<file path="src/backend_pkg.sv">
package backend_pkg;

    // Default data path width
    localparam int unsigned xlen_p = 32;

    typedef logic [4:0]        reg_idx_t;
    typedef logic [xlen_p-1:0] word_t;

    //////////////////////////////////////////////////
    // Operation and unit encodings
    //////////////////////////////////////////////////

    typedef enum logic [3:0] {
        OP_ADD  = 4'd0,
        OP_SUB  = 4'd1,
        OP_AND  = 4'd2,
        OP_OR   = 4'd3,
        OP_XOR  = 4'd4,
        OP_SLT  = 4'd5,
        OP_SLTU = 4'd6,
        OP_MUL  = 4'd7,
        OP_BEQ  = 4'd8,
        OP_BNE  = 4'd9,
        OP_BLT  = 4'd10,
        OP_JAL  = 4'd11
    } alu_op_e;

    // Where a result stage takes its value from
    typedef enum logic {
        FU_ALU = 1'b0,
        FU_MUL = 1'b1
    } func_unit_e;

    //////////////////////////////////////////////////
    // Structs passed between modules
    //////////////////////////////////////////////////

    typedef struct packed {
        alu_op_e  op;
        reg_idx_t rd;
        reg_idx_t rs1;
        reg_idx_t rs2;
        logic     use_imm;
        word_t    imm;
        word_t    pc;
    } issue_instr_t;

    // Published by each result stage for the bypass network
    typedef struct packed {
        logic     pending;
        reg_idx_t rd;
        logic     data_valid;
        word_t    data;
    } stage_fwd_t;

endpackage
</file>
<file path="src/exec_backend.sv">
`timescale 1ns/1ps

module exec_backend import backend_pkg::*; #(
    parameter int unsigned XLEN     = xlen_p,
    parameter word_t       RESET_PC = '0
) (
    input  logic         clk_i,
    input  logic         rst_ni,
    input  logic         instr_valid_i,
    input  issue_instr_t instr_i,
    output logic         instr_ready_o,
    output logic         wb_valid_o,
    output reg_idx_t     wb_rd_o,
    output word_t        wb_data_o,
    output logic         redirect_valid_o,
    output word_t        redirect_pc_o
);

    word_t      rf_a;
    word_t      rf_b;
    word_t      rs1;
    word_t      rs2;
    word_t      alu_result;
    word_t      target;
    word_t      mul_value;
    stage_fwd_t ex1_fwd;
    stage_fwd_t ex2_fwd;
    logic       data_hazard;
    logic       taken;
    logic       issue;
    logic       mul_start;
    logic       mul_ready;
    logic       mul_valid;
    logic       ex1_ready;

    // Register read uses the incoming instruction's sources
    reg_file #(.XLEN(XLEN)) u_reg_file (
        .clk_i, .rst_ni,
        .ra_i(instr_i.rs1), .rb_i(instr_i.rs2), .ra_data_o(rf_a), .rb_data_o(rf_b),
        .we_i(wb_valid_o), .wa_i(wb_rd_o), .wd_i(wb_data_o)
    );

    operand_bypass #(.XLEN(XLEN)) u_bypass (
        .instr_i, .rf_a_i(rf_a), .rf_b_i(rf_b), .ex1_fwd_i(ex1_fwd), .ex2_fwd_i(ex2_fwd),
        .rs1_o(rs1), .rs2_o(rs2), .data_hazard_o(data_hazard)
    );

    alu_unit #(.XLEN(XLEN)) u_alu (
        .instr_i, .rs1_i(rs1), .rs2_i(rs2),
        .result_o(alu_result), .taken_o(taken), .target_o(target)
    );

    issue_ctrl #(.XLEN(XLEN), .RESET_PC(RESET_PC)) u_issue_ctrl (
        .clk_i, .rst_ni, .instr_valid_i, .instr_i,
        .data_hazard_i(data_hazard), .mul_ready_i(mul_ready), .ex1_ready_i(ex1_ready),
        .taken_i(taken), .target_i(target),
        .instr_ready_o, .issue_o(issue), .mul_start_o(mul_start),
        .redirect_valid_o, .redirect_pc_o
    );

    mul_unit #(.XLEN(XLEN)) u_mul (
        .clk_i, .rst_ni, .start_i(mul_start), .a_i(rs1), .b_i(rs2),
        .ready_o(mul_ready), .valid_o(mul_valid), .value_o(mul_value)
    );

    result_pipe #(.XLEN(XLEN)) u_result_pipe (
        .clk_i, .rst_ni, .issue_i(issue), .instr_i, .alu_result_i(alu_result),
        .mul_valid_i(mul_valid), .mul_value_i(mul_value),
        .ex1_ready_o(ex1_ready), .ex1_fwd_o(ex1_fwd), .ex2_fwd_o(ex2_fwd),
        .wb_valid_o, .wb_rd_o, .wb_data_o
    );

endmodule

</file>
<file path="src/result_pipe.sv">
`timescale 1ns/1ps

module result_pipe import backend_pkg::*; #(
    parameter int unsigned XLEN = xlen_p
) (
    input  logic         clk_i,
    input  logic         rst_ni,
    input  logic         issue_i,
    input  issue_instr_t instr_i,
    input  word_t        alu_result_i,
    input  logic         mul_valid_i,
    input  word_t        mul_value_i,
    output logic         ex1_ready_o,
    output stage_fwd_t   ex1_fwd_o,
    output stage_fwd_t   ex2_fwd_o,
    output logic         wb_valid_o,
    output reg_idx_t     wb_rd_o,
    output word_t        wb_data_o
);

    logic            ex1_pending_q;
    logic            ex1_pending_d;
    reg_idx_t        ex1_rd_q;
    reg_idx_t        ex1_rd_d;
    func_unit_e      ex1_sel_q;
    func_unit_e      ex1_sel_d;
    logic [XLEN-1:0] ex1_alu_q;
    logic            ex1_data_valid;
    logic [XLEN-1:0] ex1_data;

    logic            ex2_pending_q;
    logic            ex2_pending_d;
    reg_idx_t        ex2_rd_q;
    reg_idx_t        ex2_rd_d;
    func_unit_e      ex2_sel_q;
    func_unit_e      ex2_sel_d;
    logic [XLEN-1:0] ex2_alu_q;
    logic            ex2_data_valid;
    logic [XLEN-1:0] ex2_data;

    logic            ex2_ready;
    logic            ex1_move;

    //////////////////////////////////////////////////
    // Stage data select
    //////////////////////////////////////////////////

    // While EX2 waits on the multiplier, its valid belongs to EX2
    assign ex1_data_valid = ex1_sel_q == FU_ALU || (mul_valid_i && ex2_sel_q != FU_MUL);
    assign ex1_data       = ex1_sel_q == FU_ALU ? ex1_alu_q : mul_value_i;

    assign ex2_data_valid = ex2_sel_q == FU_ALU || mul_valid_i;
    assign ex2_data       = ex2_sel_q == FU_ALU ? ex2_alu_q : mul_value_i;

    assign ex2_ready   = !ex2_pending_q || ex2_data_valid;
    assign ex1_move    = ex1_pending_q && ex2_ready;
    assign ex1_ready_o = ex2_ready || !ex1_pending_q;

    //////////////////////////////////////////////////
    // Stage control
    //////////////////////////////////////////////////

    always_comb begin
        ex1_pending_d = ex1_pending_q;
        ex1_rd_d      = ex1_rd_q;
        ex1_sel_d     = ex1_sel_q;
        ex2_pending_d = ex2_pending_q;
        ex2_rd_d      = ex2_rd_q;
        ex2_sel_d     = ex2_sel_q;

        // Late result is parked in the ALU register
        if (ex1_data_valid) ex1_sel_d = FU_ALU;
        if (ex2_ready) begin
            ex1_pending_d = 1'b0;
            ex1_sel_d     = FU_ALU;
        end
        if (issue_i) begin
            ex1_pending_d = 1'b1;
            ex1_rd_d      = instr_i.rd;
            ex1_sel_d     = instr_i.op == OP_MUL ? FU_MUL : FU_ALU;
        end

        // Commit frees EX2
        if (ex2_data_valid) begin
            ex2_pending_d = 1'b0;
            ex2_sel_d     = FU_ALU;
        end
        if (ex1_move) begin
            ex2_pending_d = 1'b1;
            ex2_rd_d      = ex1_rd_q;
            ex2_sel_d     = ex1_data_valid ? FU_ALU : ex1_sel_q;
        end
    end

    always_ff @(posedge clk_i or negedge rst_ni) begin
        if (!rst_ni) begin
            ex1_pending_q <= 1'b0;
            ex1_rd_q      <= '0;
            ex1_sel_q     <= FU_ALU;
            ex2_pending_q <= 1'b0;
            ex2_rd_q      <= '0;
            ex2_sel_q     <= FU_ALU;
        end else begin
            ex1_pending_q <= ex1_pending_d;
            ex1_rd_q      <= ex1_rd_d;
            ex1_sel_q     <= ex1_sel_d;
            ex2_pending_q <= ex2_pending_d;
            ex2_rd_q      <= ex2_rd_d;
            ex2_sel_q     <= ex2_sel_d;
        end
    end

    always_ff @(posedge clk_i) begin
        if (issue_i) begin
            ex1_alu_q <= alu_result_i;
        end else if (ex1_data_valid) begin
            ex1_alu_q <= ex1_data;
        end
        if (ex1_move) ex2_alu_q <= ex1_data;
    end

    assign ex1_fwd_o = '{pending: ex1_pending_q, rd: ex1_rd_q,
                         data_valid: ex1_data_valid, data: ex1_data};
    assign ex2_fwd_o = '{pending: ex2_pending_q, rd: ex2_rd_q,
                         data_valid: ex2_data_valid, data: ex2_data};

    // Retire from EX2 in issue order
    assign wb_valid_o = ex2_pending_q && ex2_data_valid;
    assign wb_rd_o    = ex2_rd_q;
    assign wb_data_o  = ex2_data;

endmodule

</file>
<file path="src/issue_ctrl.sv">
`timescale 1ns/1ps

module issue_ctrl import backend_pkg::*; #(
    parameter int unsigned XLEN     = xlen_p,
    parameter word_t       RESET_PC = '0
) (
    input  logic         clk_i,
    input  logic         rst_ni,

    // Decoded instruction in
    input  logic         instr_valid_i,
    input  issue_instr_t instr_i,

    // Hazard sources
    input  logic         data_hazard_i,
    input  logic         mul_ready_i,
    input  logic         ex1_ready_i,

    // Branch resolution from the ALU
    input  logic         taken_i,
    input  word_t        target_i,

    output logic         instr_ready_o,
    output logic         issue_o,
    output logic         mul_start_o,
    output logic         redirect_valid_o,
    output word_t        redirect_pc_o
);

    logic            struct_hazard;
    logic            control_hazard;
    logic            accept;
    logic [XLEN-1:0] next_pc;

    word_t           expected_pc_q;
    word_t           expected_pc_d;
    logic            mispredict_q;
    logic            mispredict_d;

    //////////////////////////////////////////////////
    // Hazard detection
    //////////////////////////////////////////////////

    // EX1 full, or a multiply while the multiplier is still busy
    always_comb begin
        struct_hazard = !ex1_ready_i;
        if (instr_i.op == OP_MUL && !mul_ready_i) begin
            struct_hazard = 1'b1;
        end
    end

    // Anything off the expected path is dropped
    assign control_hazard = instr_i.pc != expected_pc_q;

    //////////////////////////////////////////////////
    // Issue decision
    //////////////////////////////////////////////////

    assign issue_o = instr_valid_i && !data_hazard_i && !struct_hazard && !control_hazard;

    // Wrong-path instructions are always taken and thrown away
    assign instr_ready_o = (!data_hazard_i && !struct_hazard) || control_hazard;

    assign mul_start_o = issue_o && instr_i.op == OP_MUL;

    assign accept = instr_valid_i && instr_ready_o;

    //////////////////////////////////////////////////
    // Expected PC and mispredict tracking
    //////////////////////////////////////////////////

    assign next_pc = instr_i.pc + XLEN'(4);

    always_comb begin
        expected_pc_d = expected_pc_q;
        mispredict_d  = mispredict_q;

        // Cleared by an issue, set by the first discarded instruction
        if (accept) begin
            mispredict_d = control_hazard;
        end

        if (issue_o) begin
            expected_pc_d = taken_i ? target_i : next_pc;
        end
    end

    always_ff @(posedge clk_i or negedge rst_ni) begin
        if (!rst_ni) begin
            expected_pc_q <= RESET_PC;
            mispredict_q  <= 1'b0;
        end else begin
            expected_pc_q <= expected_pc_d;
            mispredict_q  <= mispredict_d;
        end
    end

    // One pulse per wrong path, pointing at where fetch should go
    assign redirect_valid_o = instr_valid_i && control_hazard && !mispredict_q;
    assign redirect_pc_o    = expected_pc_q;

endmodule

</file>
<file path="src/mul_unit.sv">
`timescale 1ns/1ps

module mul_unit import backend_pkg::*; #(
    parameter int unsigned XLEN = xlen_p
) (
    input  logic  clk_i,
    input  logic  rst_ni,
    input  logic  start_i,
    input  word_t a_i,
    input  word_t b_i,
    output logic  ready_o,
    output logic  valid_o,
    output word_t value_o
);

    localparam int unsigned CNT_W = $clog2(XLEN);

    logic             busy_q;
    logic             valid_q;
    logic [CNT_W-1:0] count_q;

    logic [XLEN-1:0]  mcand_q;
    logic [XLEN-1:0]  mplier_q;
    logic [XLEN-1:0]  acc_q;
    logic [XLEN-1:0]  acc_next;

    // One partial product per cycle, low multiplier bit first
    assign acc_next = mplier_q[0] ? acc_q + mcand_q : acc_q;

    always_ff @(posedge clk_i or negedge rst_ni) begin
        if (!rst_ni) begin
            busy_q  <= 1'b0;
            valid_q <= 1'b0;
            count_q <= '0;
        end else if (start_i) begin
            busy_q  <= 1'b1;
            valid_q <= 1'b0;
            count_q <= '0;
        end else if (busy_q) begin
            count_q <= count_q + CNT_W'(1);
            if (count_q == CNT_W'(XLEN - 1)) begin
                busy_q  <= 1'b0;
                valid_q <= 1'b1;
            end
        end
    end

    always_ff @(posedge clk_i) begin
        if (start_i) begin
            mcand_q  <= a_i;
            mplier_q <= b_i;
            acc_q    <= '0;
        end else if (busy_q) begin
            acc_q    <= acc_next;
            mcand_q  <= mcand_q << 1;
            mplier_q <= mplier_q >> 1;
        end
    end

    assign ready_o = !busy_q;
    // Result stays visible until the next start
    assign valid_o = valid_q;
    assign value_o = acc_q;

endmodule

</file>
<file path="src/alu_unit.sv">
`timescale 1ns/1ps

module alu_unit import backend_pkg::*; #(
    parameter int unsigned XLEN = xlen_p
) (
    input  issue_instr_t instr_i,
    input  word_t        rs1_i,
    input  word_t        rs2_i,
    output word_t        result_o,
    output logic         taken_o,
    output word_t        target_o
);

    logic            is_branch;
    word_t           operand_b;
    logic [XLEN-1:0] add_a;
    logic [XLEN-1:0] add_b;
    logic [XLEN-1:0] sum;
    logic [XLEN:0]   diff_ext;
    logic [XLEN-1:0] diff;
    logic            eq;
    logic            lt;
    logic            ltu;
    logic [XLEN-1:0] link;

    assign is_branch = instr_i.op inside {OP_BEQ, OP_BNE, OP_BLT, OP_JAL};
    assign operand_b = instr_i.use_imm ? instr_i.imm : rs2_i;

    // Shared adder, ADD or pc+imm for control transfers
    assign add_a = is_branch ? instr_i.pc : rs1_i;
    assign add_b = is_branch ? instr_i.imm : operand_b;
    assign sum   = add_a + add_b;

    // Subtractor with borrow out for the unsigned compare
    assign diff_ext = {1'b0, rs1_i} - {1'b0, operand_b};
    assign diff     = diff_ext[XLEN-1:0];

    assign eq  = diff == '0;
    assign ltu = diff_ext[XLEN];
    // Signs differ means the negative one is smaller
    assign lt  = (rs1_i[XLEN-1] != operand_b[XLEN-1]) ? rs1_i[XLEN-1] : diff[XLEN-1];

    assign link     = instr_i.pc + XLEN'(4);
    assign target_o = {sum[XLEN-1:1], 1'b0};

    always_comb begin
        case (instr_i.op)
            OP_BEQ:  taken_o = eq;
            OP_BNE:  taken_o = !eq;
            OP_BLT:  taken_o = lt;
            OP_JAL:  taken_o = 1'b1;
            default: taken_o = 1'b0;
        endcase
    end

    always_comb begin
        case (instr_i.op)
            OP_ADD:  result_o = sum;
            OP_SUB:  result_o = diff;
            OP_AND:  result_o = rs1_i & operand_b;
            OP_OR:   result_o = rs1_i | operand_b;
            OP_XOR:  result_o = rs1_i ^ operand_b;
            OP_SLT:  result_o = {{(XLEN-1){1'b0}}, lt};
            OP_SLTU: result_o = {{(XLEN-1){1'b0}}, ltu};
            OP_BEQ, OP_BNE, OP_BLT, OP_JAL: result_o = link;
            // Multiply comes from its own unit
            default: result_o = '0;
        endcase
    end

endmodule

</file>
<file path="src/operand_bypass.sv">
`timescale 1ns/1ps

module operand_bypass import backend_pkg::*; #(
    parameter int unsigned XLEN = xlen_p
) (
    input  issue_instr_t instr_i,
    input  word_t        rf_a_i,
    input  word_t        rf_b_i,
    input  stage_fwd_t   ex1_fwd_i,
    input  stage_fwd_t   ex2_fwd_i,
    output word_t        rs1_o,
    output word_t        rs2_o,
    output logic         data_hazard_o
);

    // Top bit flags a hazard, the rest is the operand value
    logic [XLEN:0] src_a;
    logic [XLEN:0] src_b;

    function automatic logic [XLEN:0] pick_src(reg_idx_t idx, word_t rf_val,
                                               stage_fwd_t ex1, stage_fwd_t ex2);
        logic [XLEN:0] res;
        res = {1'b0, rf_val};
        if (idx != '0 && ex2.pending && ex2.rd == idx) begin
            res = ex2.data_valid ? {1'b0, ex2.data} : {1'b1, rf_val};
        end
        // EX1 holds the younger write to the same register
        if (idx != '0 && ex1.pending && ex1.rd == idx) begin
            res = ex1.data_valid ? {1'b0, ex1.data} : {1'b1, rf_val};
        end
        return res;
    endfunction

    assign src_a = pick_src(instr_i.rs1, rf_a_i, ex1_fwd_i, ex2_fwd_i);
    assign src_b = pick_src(instr_i.rs2, rf_b_i, ex1_fwd_i, ex2_fwd_i);

    assign rs1_o = src_a[XLEN-1:0];
    assign rs2_o = src_b[XLEN-1:0];

    assign data_hazard_o = src_a[XLEN] || src_b[XLEN];

endmodule

</file>
<file path="src/reg_file.sv">
`timescale 1ns/1ps

module reg_file import backend_pkg::*; #(
    parameter int unsigned XLEN = xlen_p
) (
    input  logic     clk_i,
    input  logic     rst_ni,
    input  reg_idx_t ra_i,
    input  reg_idx_t rb_i,
    output word_t    ra_data_o,
    output word_t    rb_data_o,
    input  logic     we_i,
    input  reg_idx_t wa_i,
    input  word_t    wd_i
);

    logic [XLEN-1:0] regs_q [32];

    // x0 is never written, so it reads back zero
    always_ff @(posedge clk_i or negedge rst_ni) begin
        if (!rst_ni) begin
            for (int i = 0; i < 32; i++) begin
                regs_q[i] <= '0;
            end
        end else if (we_i && wa_i != '0) begin
            regs_q[wa_i] <= wd_i;
        end
    end

    assign ra_data_o = regs_q[ra_i];
    assign rb_data_o = regs_q[rb_i];

endmodule

</file>
<file path="config.mk">
export PLATFORM = sky130hd
export DESIGN_NAME = exec_backend
export DESIGN_NICKNAME = d
export VERILOG_FILES = /design/src/backend_pkg.sv /design/src/exec_backend.sv /design/src/result_pipe.sv /design/src/issue_ctrl.sv /design/src/mul_unit.sv /design/src/alu_unit.sv /design/src/operand_bypass.sv /design/src/reg_file.sv
export SDC_FILE = /design/constraint.sdc
export NUM_CORES = 2
export LEC_CHECK = 0
export ABC_CLOCK_PERIOD_IN_PS = 21900
export BUFFER_PORTS_ARGS = -buffer_cell sky130_fd_sc_hd__buf_2
export CAP_MARGIN = 5
export CORE_MARGIN = 8
export CORE_UTILIZATION = 55
export CTS_CLUSTER_SIZE = 12
export DETAILED_ROUTE_END_ITERATION = 8
export GPL_ROUTABILITY_DRIVEN = 0
export PLACE_DENSITY = 0.71
export SYNTH_ARGS = -nofsm -noshare
export SYNTH_HDL_FRONTEND = slang
export SYNTH_HIERARCHICAL = 1
export SYNTH_SLANG_ARGS = --single-unit
</file>
<file path="constraint.sdc">
create_clock -name clk_i -period 21.9 [get_ports clk_i]
set_input_delay 4.38 -clock clk_i [delete_from_list [all_inputs] [get_ports clk_i]]
set_output_delay 4.38 -clock clk_i [all_outputs]
set_load 0.005 [all_outputs]
</file>
### Word level (Yosys, flattened, before mapping)

Index checks and enable logic that the tools add are counted.

* flip-flop bits (word level): 1238
* bits of input ports: 87
* output and inout bits: 72
* logic and storage cells: 183

* $add $sub $neg: 5
* $lt $le $gt $ge: 4
* eq/ne operators: 18
* mux-type cells: 50
* bitwise operators: 8
* reductions and logical operators: 50

Operators with widths (count)
* $bwmux W1024: 1
* $mux W32: 17
* $bmux W32 S5: 2
* $mux W33: 8
* $pmux W32 S8: 1
* $demux W32 S5: 1
* $add A32 B32 Y32: 2
* $sub A32 B32 Y33: 1
* $add A32 B3 Y32 const B: 1
* $and A32 B32 Y32: 1
* $logic_not A32 Y1: 1
* $ne A32 B32 Y1: 1
* $or A32 B32 Y32: 1
* $xor A32 B32 Y32: 1
* $logic_and A1 B1 Y1: 22
* $eq A5 B5 Y1: 4
* $ge A6 B6 Y1 const B: 3
* $not A5 Y6: 3
* $mux W1: 17
* $eq A4 B3 Y1 const B: 4
* $eq A4 B4 Y1 const B: 4
* $reduce_bool A5 Y1: 3
* $mux W5: 2
* $reduce_bool A2 Y1: 5
* other kinds (14): 29

### Longest topological paths before layout

* word-level depth: 15
* depth in mapped cells: 40
* depth with buffers taken out: 35

### Cells and area by module

The synthesis kept the hierarchy.

Modules (own cells, without submodules)
* reg_file: instances 1, cells an instance 4601, area each 55942.4 um^2, seq. area each 25624.6 um^2
* alu_unit: instances 1, cells an instance 1105, area each 7488.4 um^2, seq. area each 0.0 um^2
* mul_unit: instances 1, cells an instance 527, area each 5800.6 um^2, seq. area each 2737.6 um^2
* result_pipe: instances 1, cells an instance 271, area each 4169.0 um^2, seq. area each 2272.2 um^2
* issue_ctrl: instances 1, cells an instance 306, area each 2767.7 um^2, seq. area each 825.8 um^2
* operand_bypass: instances 1, cells an instance 232, area each 1476.4 um^2, seq. area each 0.0 um^2

### Worst setup path before layout

OpenSTA, ideal clock, no wires.

* path kind: in2reg
* from: in instr_i[69] in the netlist's numbering
* to: reg u_issue_ctrl.expected_pc_q[27], in the netlist u_issue_ctrl/redirect_pc_o[27]
* library setup time: 0.125 ns
* data arrival time: 11.231 ns
* data required time: 21.775 ns
* path slack: 10.544 ns
* cell stages on the path: 35
* path buffers: 4
* path through: xor2_1 -> or4b_1 -> or4b_1 -> buf_2 -> clkbuf_1 -> o22ai_1 -> nor2_1 -> mux2i_1 -> ha_1 -> nor3_2 -> nand3_1 -> o211ai_2 -> a21oi_2 -> o21ai_4 -> and3_4 -> o31ai_1 -> nand2_1 -> a21oi_1 -> o21ai_0 -> fa_1 -> nor2_1 -> and4_1 -> o311ai_0 -> or4_1 -> a2111oi_0 -> nand4_1 -> nor4_1 -> a41oi_1 -> a21oi_1 -> clkbuf_1 -> clkbuf_1 -> nor2_1 -> nand4_1 -> nand3_1 -> mux2_2

* cells in the longest elaborated chain, start to end: 13
* elaborated cells on any way between the ends: 30
* those cells by class: add/sub: 2; eq/ne: 3; mux: 12; bitwise: 1; reduce/logical: 12

RTL lines
* start: declaration: RTL line exec_backend.sv:10 `input issue_instr_t instr_i,`
* $not A5 Y6 (not written as such): RTL line reg_file.sv:31 `assign rb_data_o = regs_q[rb_i];`
* $bmux W32 S5: RTL line reg_file.sv:31
* $mux W32 (not written as such) (2 in series): RTL line reg_file.sv:31
* $mux W33: RTL line operand_bypass.sv:25 `res = ex2.data_valid ? {1'b0, ex2.data} : {1'b1, rf_val};`
* $mux W33: RTL line operand_bypass.sv:24 `if (idx != '0 && ex2.pending && ex2.rd == idx) begin`
* $mux W33 *: RTL line operand_bypass.sv:28 `if (idx != '0 && ex1.pending && ex1.rd == idx) begin`
* net rs2[8]: RTL line exec_backend.sv:22 `word_t rs2;`
* $mux W32 *: RTL line alu_unit.sv:27 `assign operand_b = instr_i.use_imm ? instr_i.imm : rs2_i;`
* $sub A32 B32 Y33 *: RTL line alu_unit.sv:35 `assign diff_ext = {1'b0, rs1_i} - {1'b0, operand_b};`
* $logic_not A32 Y1: RTL line alu_unit.sv:38 `assign eq = diff == '0;`
* $logic_not A1 Y1: RTL line alu_unit.sv:49 `OP_BNE: taken_o = !eq;`
* $pmux W1 S4 *: RTL line alu_unit.sv:47 `case (instr_i.op)`
* net taken: RTL line exec_backend.sv:29 `logic taken;`
* $mux W32 *: RTL line issue_ctrl.sv:84 `expected_pc_d = taken_i ? target_i : next_pc;`
* end signal: assignment: RTL line issue_ctrl.sv:93 `expected_pc_q <= expected_pc_d;`
* end: declaration: RTL line issue_ctrl.sv:35 `word_t expected_pc_q;`

Mark *: on every way through the listed nets, which the timed path passes. The rest lies on a longest branch. The select of a mux whose other input is x is not followed.
A chain may end at the register's enable or synchronous reset.

### Worst setup path after layout

* from: in instr_i[71] in the netlist's numbering
* to: reg u_issue_ctrl.expected_pc_q[25], in the netlist u_issue_ctrl/redirect_pc_o[25]

* cells in the longest elaborated chain, start to end: 12
* elaborated cells on any way between the ends: 29
* those cells by class: add/sub: 2; eq/ne: 3; mux: 11; bitwise: 1; reduce/logical: 12

RTL lines
* $not A5 Y6 (not written as such) *: RTL line reg_file.sv:30 `assign ra_data_o = regs_q[ra_i];`
* $bmux W32 S5 *: RTL line reg_file.sv:30
* $mux W32 (not written as such) * (2 in series): RTL line reg_file.sv:30
* net rf_a[8]: RTL line exec_backend.sv:19 `word_t rf_a;`
* $mux W33: RTL line operand_bypass.sv:25
* $mux W33: RTL line operand_bypass.sv:24
* $mux W33 *: RTL line operand_bypass.sv:28
* net rs1[8]: RTL line exec_backend.sv:21 `word_t rs1;`
* $sub A32 B32 Y33 *: RTL line alu_unit.sv:35
* $logic_not A32 Y1: RTL line alu_unit.sv:38
* $logic_not A1 Y1: RTL line alu_unit.sv:49
* $pmux W1 S4 *: RTL line alu_unit.sv:47
* net taken: RTL line exec_backend.sv:29
* $mux W32 *: RTL line issue_ctrl.sv:84

Marked as above.

==> impl_metrics.csv <==
group,metric,value,unit
timing,holdWs,401,ps
critical_path,cp_slowest_cell,"buf_4",
logic_synthesis,seq_area_frac_synth,0.405,
final_layout,fin_util,0.589,
floorplanning,coreArea,0.141,mm^2
logic_synthesis,yosys-top-cells-area,"dfrtp_1 35%, mux2_2 16%, mux2i_1 14%",
clock_network,ctsResizeCount,0,
power,power_density,65.9,mW/mm^2
final_layout,area_delta_synth_final,6.87,%
final_layout,drive_above_1_share,0.255,
timing,hold_viol,0,
detailed_routing,via_per_inst,6.79,
floorplanning,die_w,392,um
clock_network,cts.htree.levels,4,
detailed_routing,routed-via-count,59600,
clock_network,cts_buffer_depth,3,
clock_network,cts_tree,"built",
logic_synthesis,synth-edff-count,128,
clock_network,root_buffer,"clkbuf_16",
logic_synthesis,ys_ff_latch,1238,
timing,finalSetupViolCount,0,
critical_path,worstPathArrival,15730,ps
critical_path,r2r-end,"u_issue_ctrl/redirect_pc_o[25]",
power,finalPower,5.47,mW
detailed_routing,drc,0,
timing,fmax,0.0664,GHz
timing,tightest_slew,1170,ps
global_route,grt_max_degree,177,
global_route,grt_pass1_wl,379000,um
power,peakVddDrop,0.0000661,V
logic_synthesis,synth_fp_nets,7301,
critical_path,r2r_start,"u_result_pipe/wb_rd_o[3]",
place,place_hpwl,153000,um
critical_path,start_kind,"input port",
place,dpl.cell_count,8533,
detailed_routing,avgRoutedWirePerCell,29.3,um
clock_network,post_cts_buffers,0,
timing,period_needed,15060,ps
timing,period_share,0.688,
logic_synthesis,synthCells,7042,
timing,tns,0,ps
detailed_routing,drtIter0Drc,7296,
timing,grt_setup_unrepaired,"no",
timing,fin_skew,28.4,ps
critical_path,crit_fanout,115,
critical_path,critical_path.endpoint_type,"flop",
critical_path,critPathCapture,"u_issue_ctrl/redirect_pc_o[25]",
critical_path,cp.required,22570,ps
floorplanning,rows,138,
global_route,gr-total-overflow,0,
status,outcome,"complete, no violations",
min_path,hp-class,"flop to flop",
global_route,antenna_found_initial,4,
critical_path,ff2ff_path_depth,36,
floorplanning,ios,159,
logic_synthesis,synth-async-reset-ratio,0.871,
timing,slew_viol_final,0,
run,drv_cap,0,
floorplanning,start_util,0.551,
logic_synthesis,synth_warnings,6,
place,port_buffers,158,
clock_network,cts_buffers,136,
final_layout,fin_nets,7040,
critical_path,max_stage_delay,880,ps
logic_synthesis,synthFlopType,"dfrtp_1",
detailed_routing,drtPass1Iterations,6,
critical_path,r2r_slack,11490,ps
clock_network,cts.sinks,1238,
floorplanning,die_y,392,um
critical_path,crit_start,"instr_i[71]",
final_layout,layoutNonFillerInstCount,8777,
logic_synthesis,avgSynthCellArea,11.0,um^2
timing,slew-limit-headroom,0.223,
floorplanning,fp.dieArea,0.153,mm^2
logic_synthesis,synthesis.area,0.0776,mm^2
critical_path,crit_type,"input port to flop",
detailed_routing,ant_nets,0,
logic_synthesis,yosys.area.top_type,"dfrtp_1",
detailed_routing,route.final.wire_length,257000,um
clock_network,clk_latency,780,ps
clock_network,postCtsHoldBufs,0,
power,p_leak,39.4,nW
logic_synthesis,yosysUniqueCellTypes,104,
logic_synthesis,yosysTopAreaCellShare,0.347,
clock_network,clkTransAtPathRegs,60,ps
global_route,grt_usage,0.323,
global_route,grt_pass1_vias,58500,
[worst min path at each step]
stage                       startpoint  slack (ps)  cells after the start                      end
6_report       u_reg_file/regs_q[1023]         400                      0  u_reg_file/regs_q[1023]
5_1_grt        u_reg_file/regs_q[1000]         410                      0  u_reg_file/regs_q[1000]
3_5_place_dp   u_reg_file/regs_q[1003]         390                      0  u_reg_file/regs_q[1003]
4_1_cts        u_reg_file/regs_q[1003]         400                      0  u_reg_file/regs_q[1003]
2_1_floorplan  u_reg_file/regs_q[1000]         450                      1  u_reg_file/regs_q[1000]
3_3_place_gp    u_reg_file/regs_q[997]         380                      0   u_reg_file/regs_q[997]
[sequential cells by signal, summed over array words and instances, names as in the netlist, 5 cells and up]
register / cells
u_mul/count_q: 5
u_result_pipe/wb_rd_o: 5
u_result_pipe/ex2_alu_q: 32
u_issue_ctrl/redirect_pc_o: 32
u_mul/mcand_q: 32
u_result_pipe/ex1_alu_q: 32
u_result_pipe/ex1_rd_q: 5
u_mul/value_o: 32
u_mul/mplier_q: 32
u_reg_file/regs_q: 1024
[power breakdown]
part           internal [mW]  total, mW  switching [mW]
Combinational          0.261      0.816           0.556
Sequential              2.32       2.32       0.0000794
Clock                   1.37       2.34           0.967
Total                   3.95       5.47            1.52
[cell usage in the layout (no fill, tap or decap), drive strengths merged, types with 20 or more instances in the layout]
master	n
o21ai	129
a221oi	26
nor4	34
o22ai	44
xor2	93
clkinv	23
a22oi	203
inv	126
a221o	20
mux2	1190
dfxtp	32
clkbuf	203
nand4	40
a21o	31
nor2b	29
nand2b	65
ha	168
xnor2	85
nand3	243
o211ai	26
and3	20
a31oi	82
edfxtp	128
nor2	222
buf	261
o221a	33
nor3	93
nand2	374
a22o	141
dfrtp	1078
a21oi	350
mux2i	1065
[cell families (layout without fill, tap and decap cells)]
kind of cell,Yosys count,in the layout,synth area share
AOI/OAI and AO/OA,1192,1192,0.105
xor gates and xnor gates,178,178,0.0201
adders and majority gates,172,172,0.0281
buffers and inverters,782,622,0.0511
DFF,1238,1238,0.405
muxes,2255,2255,0.312
other,1,6,0.0000483
and+or+nand+nor,1224,1224,0.0786
[cell usage after synthesis (19+ instances only)]
cell type	n
mux2_2	1108
dfrtp_1	1078
mux2i_1	1065
nand2_1	374
a21oi_1	343
clkbuf_1	314
nand3_1	242
nor2_1	205
a22oi_1	203
ha_1	168
a22o_1	141
buf_2	133
edfxtp_1	128
inv_1	120
o21ai_0	119
buf_4	106
xor2_1	93
nor3_1	91
xnor2_1	85
a31oi_1	82
nand2b_1	65
buf_6	58
buf_1	46
mux2_1	46
o22ai_1	43
nand4_1	39
mux2_4	36
dfxtp_1	32
o221a_2	32
a21o_1	31
nor4_1	31
nor2b_1	29
o211ai_1	25
a221oi_1	24
a221o_1	20
and3_1	19
[critical path, delay by kind of cell]
kind                     cells  cell delay, ps
AO/OA/AOI/OAI               14            2900
adder cells (fa/ha/maj)      2             960
buffers and inverters        7            4050
multiplexers                 2             440
AND/OR/NAND/NOR             13            2650
[layer usage]
metal	global-route usage	up-vias	wire [um]
met5	0	-	0
li1	-	25400	-
met3	0.0751	759	26300
met4	0.166	0	14400
met1	0.442	30100	105000
met2	0.481	3305	111000
[area by class of cell]
class | instances | area, um^2
diodes | 5 | 12.5
flip-flops and latches | 1238 | 31500
fillers | 11700 | 57900
clock buffers | 203 | 4110
clock inverters | 36 | 397
well taps | 1890 | 2360
repair buffers | 261 | 1710
multi-input cells | 5022 | 42500
inverters | 122 | 458
[metrics by stage]
stage	cell area (um^2)	worst slack (ps)
floorplan	77600	10540
detailed placement	78500	6470
global placement	78500	6740
global route	83000	6360
finish	83000	6840
CTS	83000	7270
No activity file was read; power rests on OpenSTA's default activity.
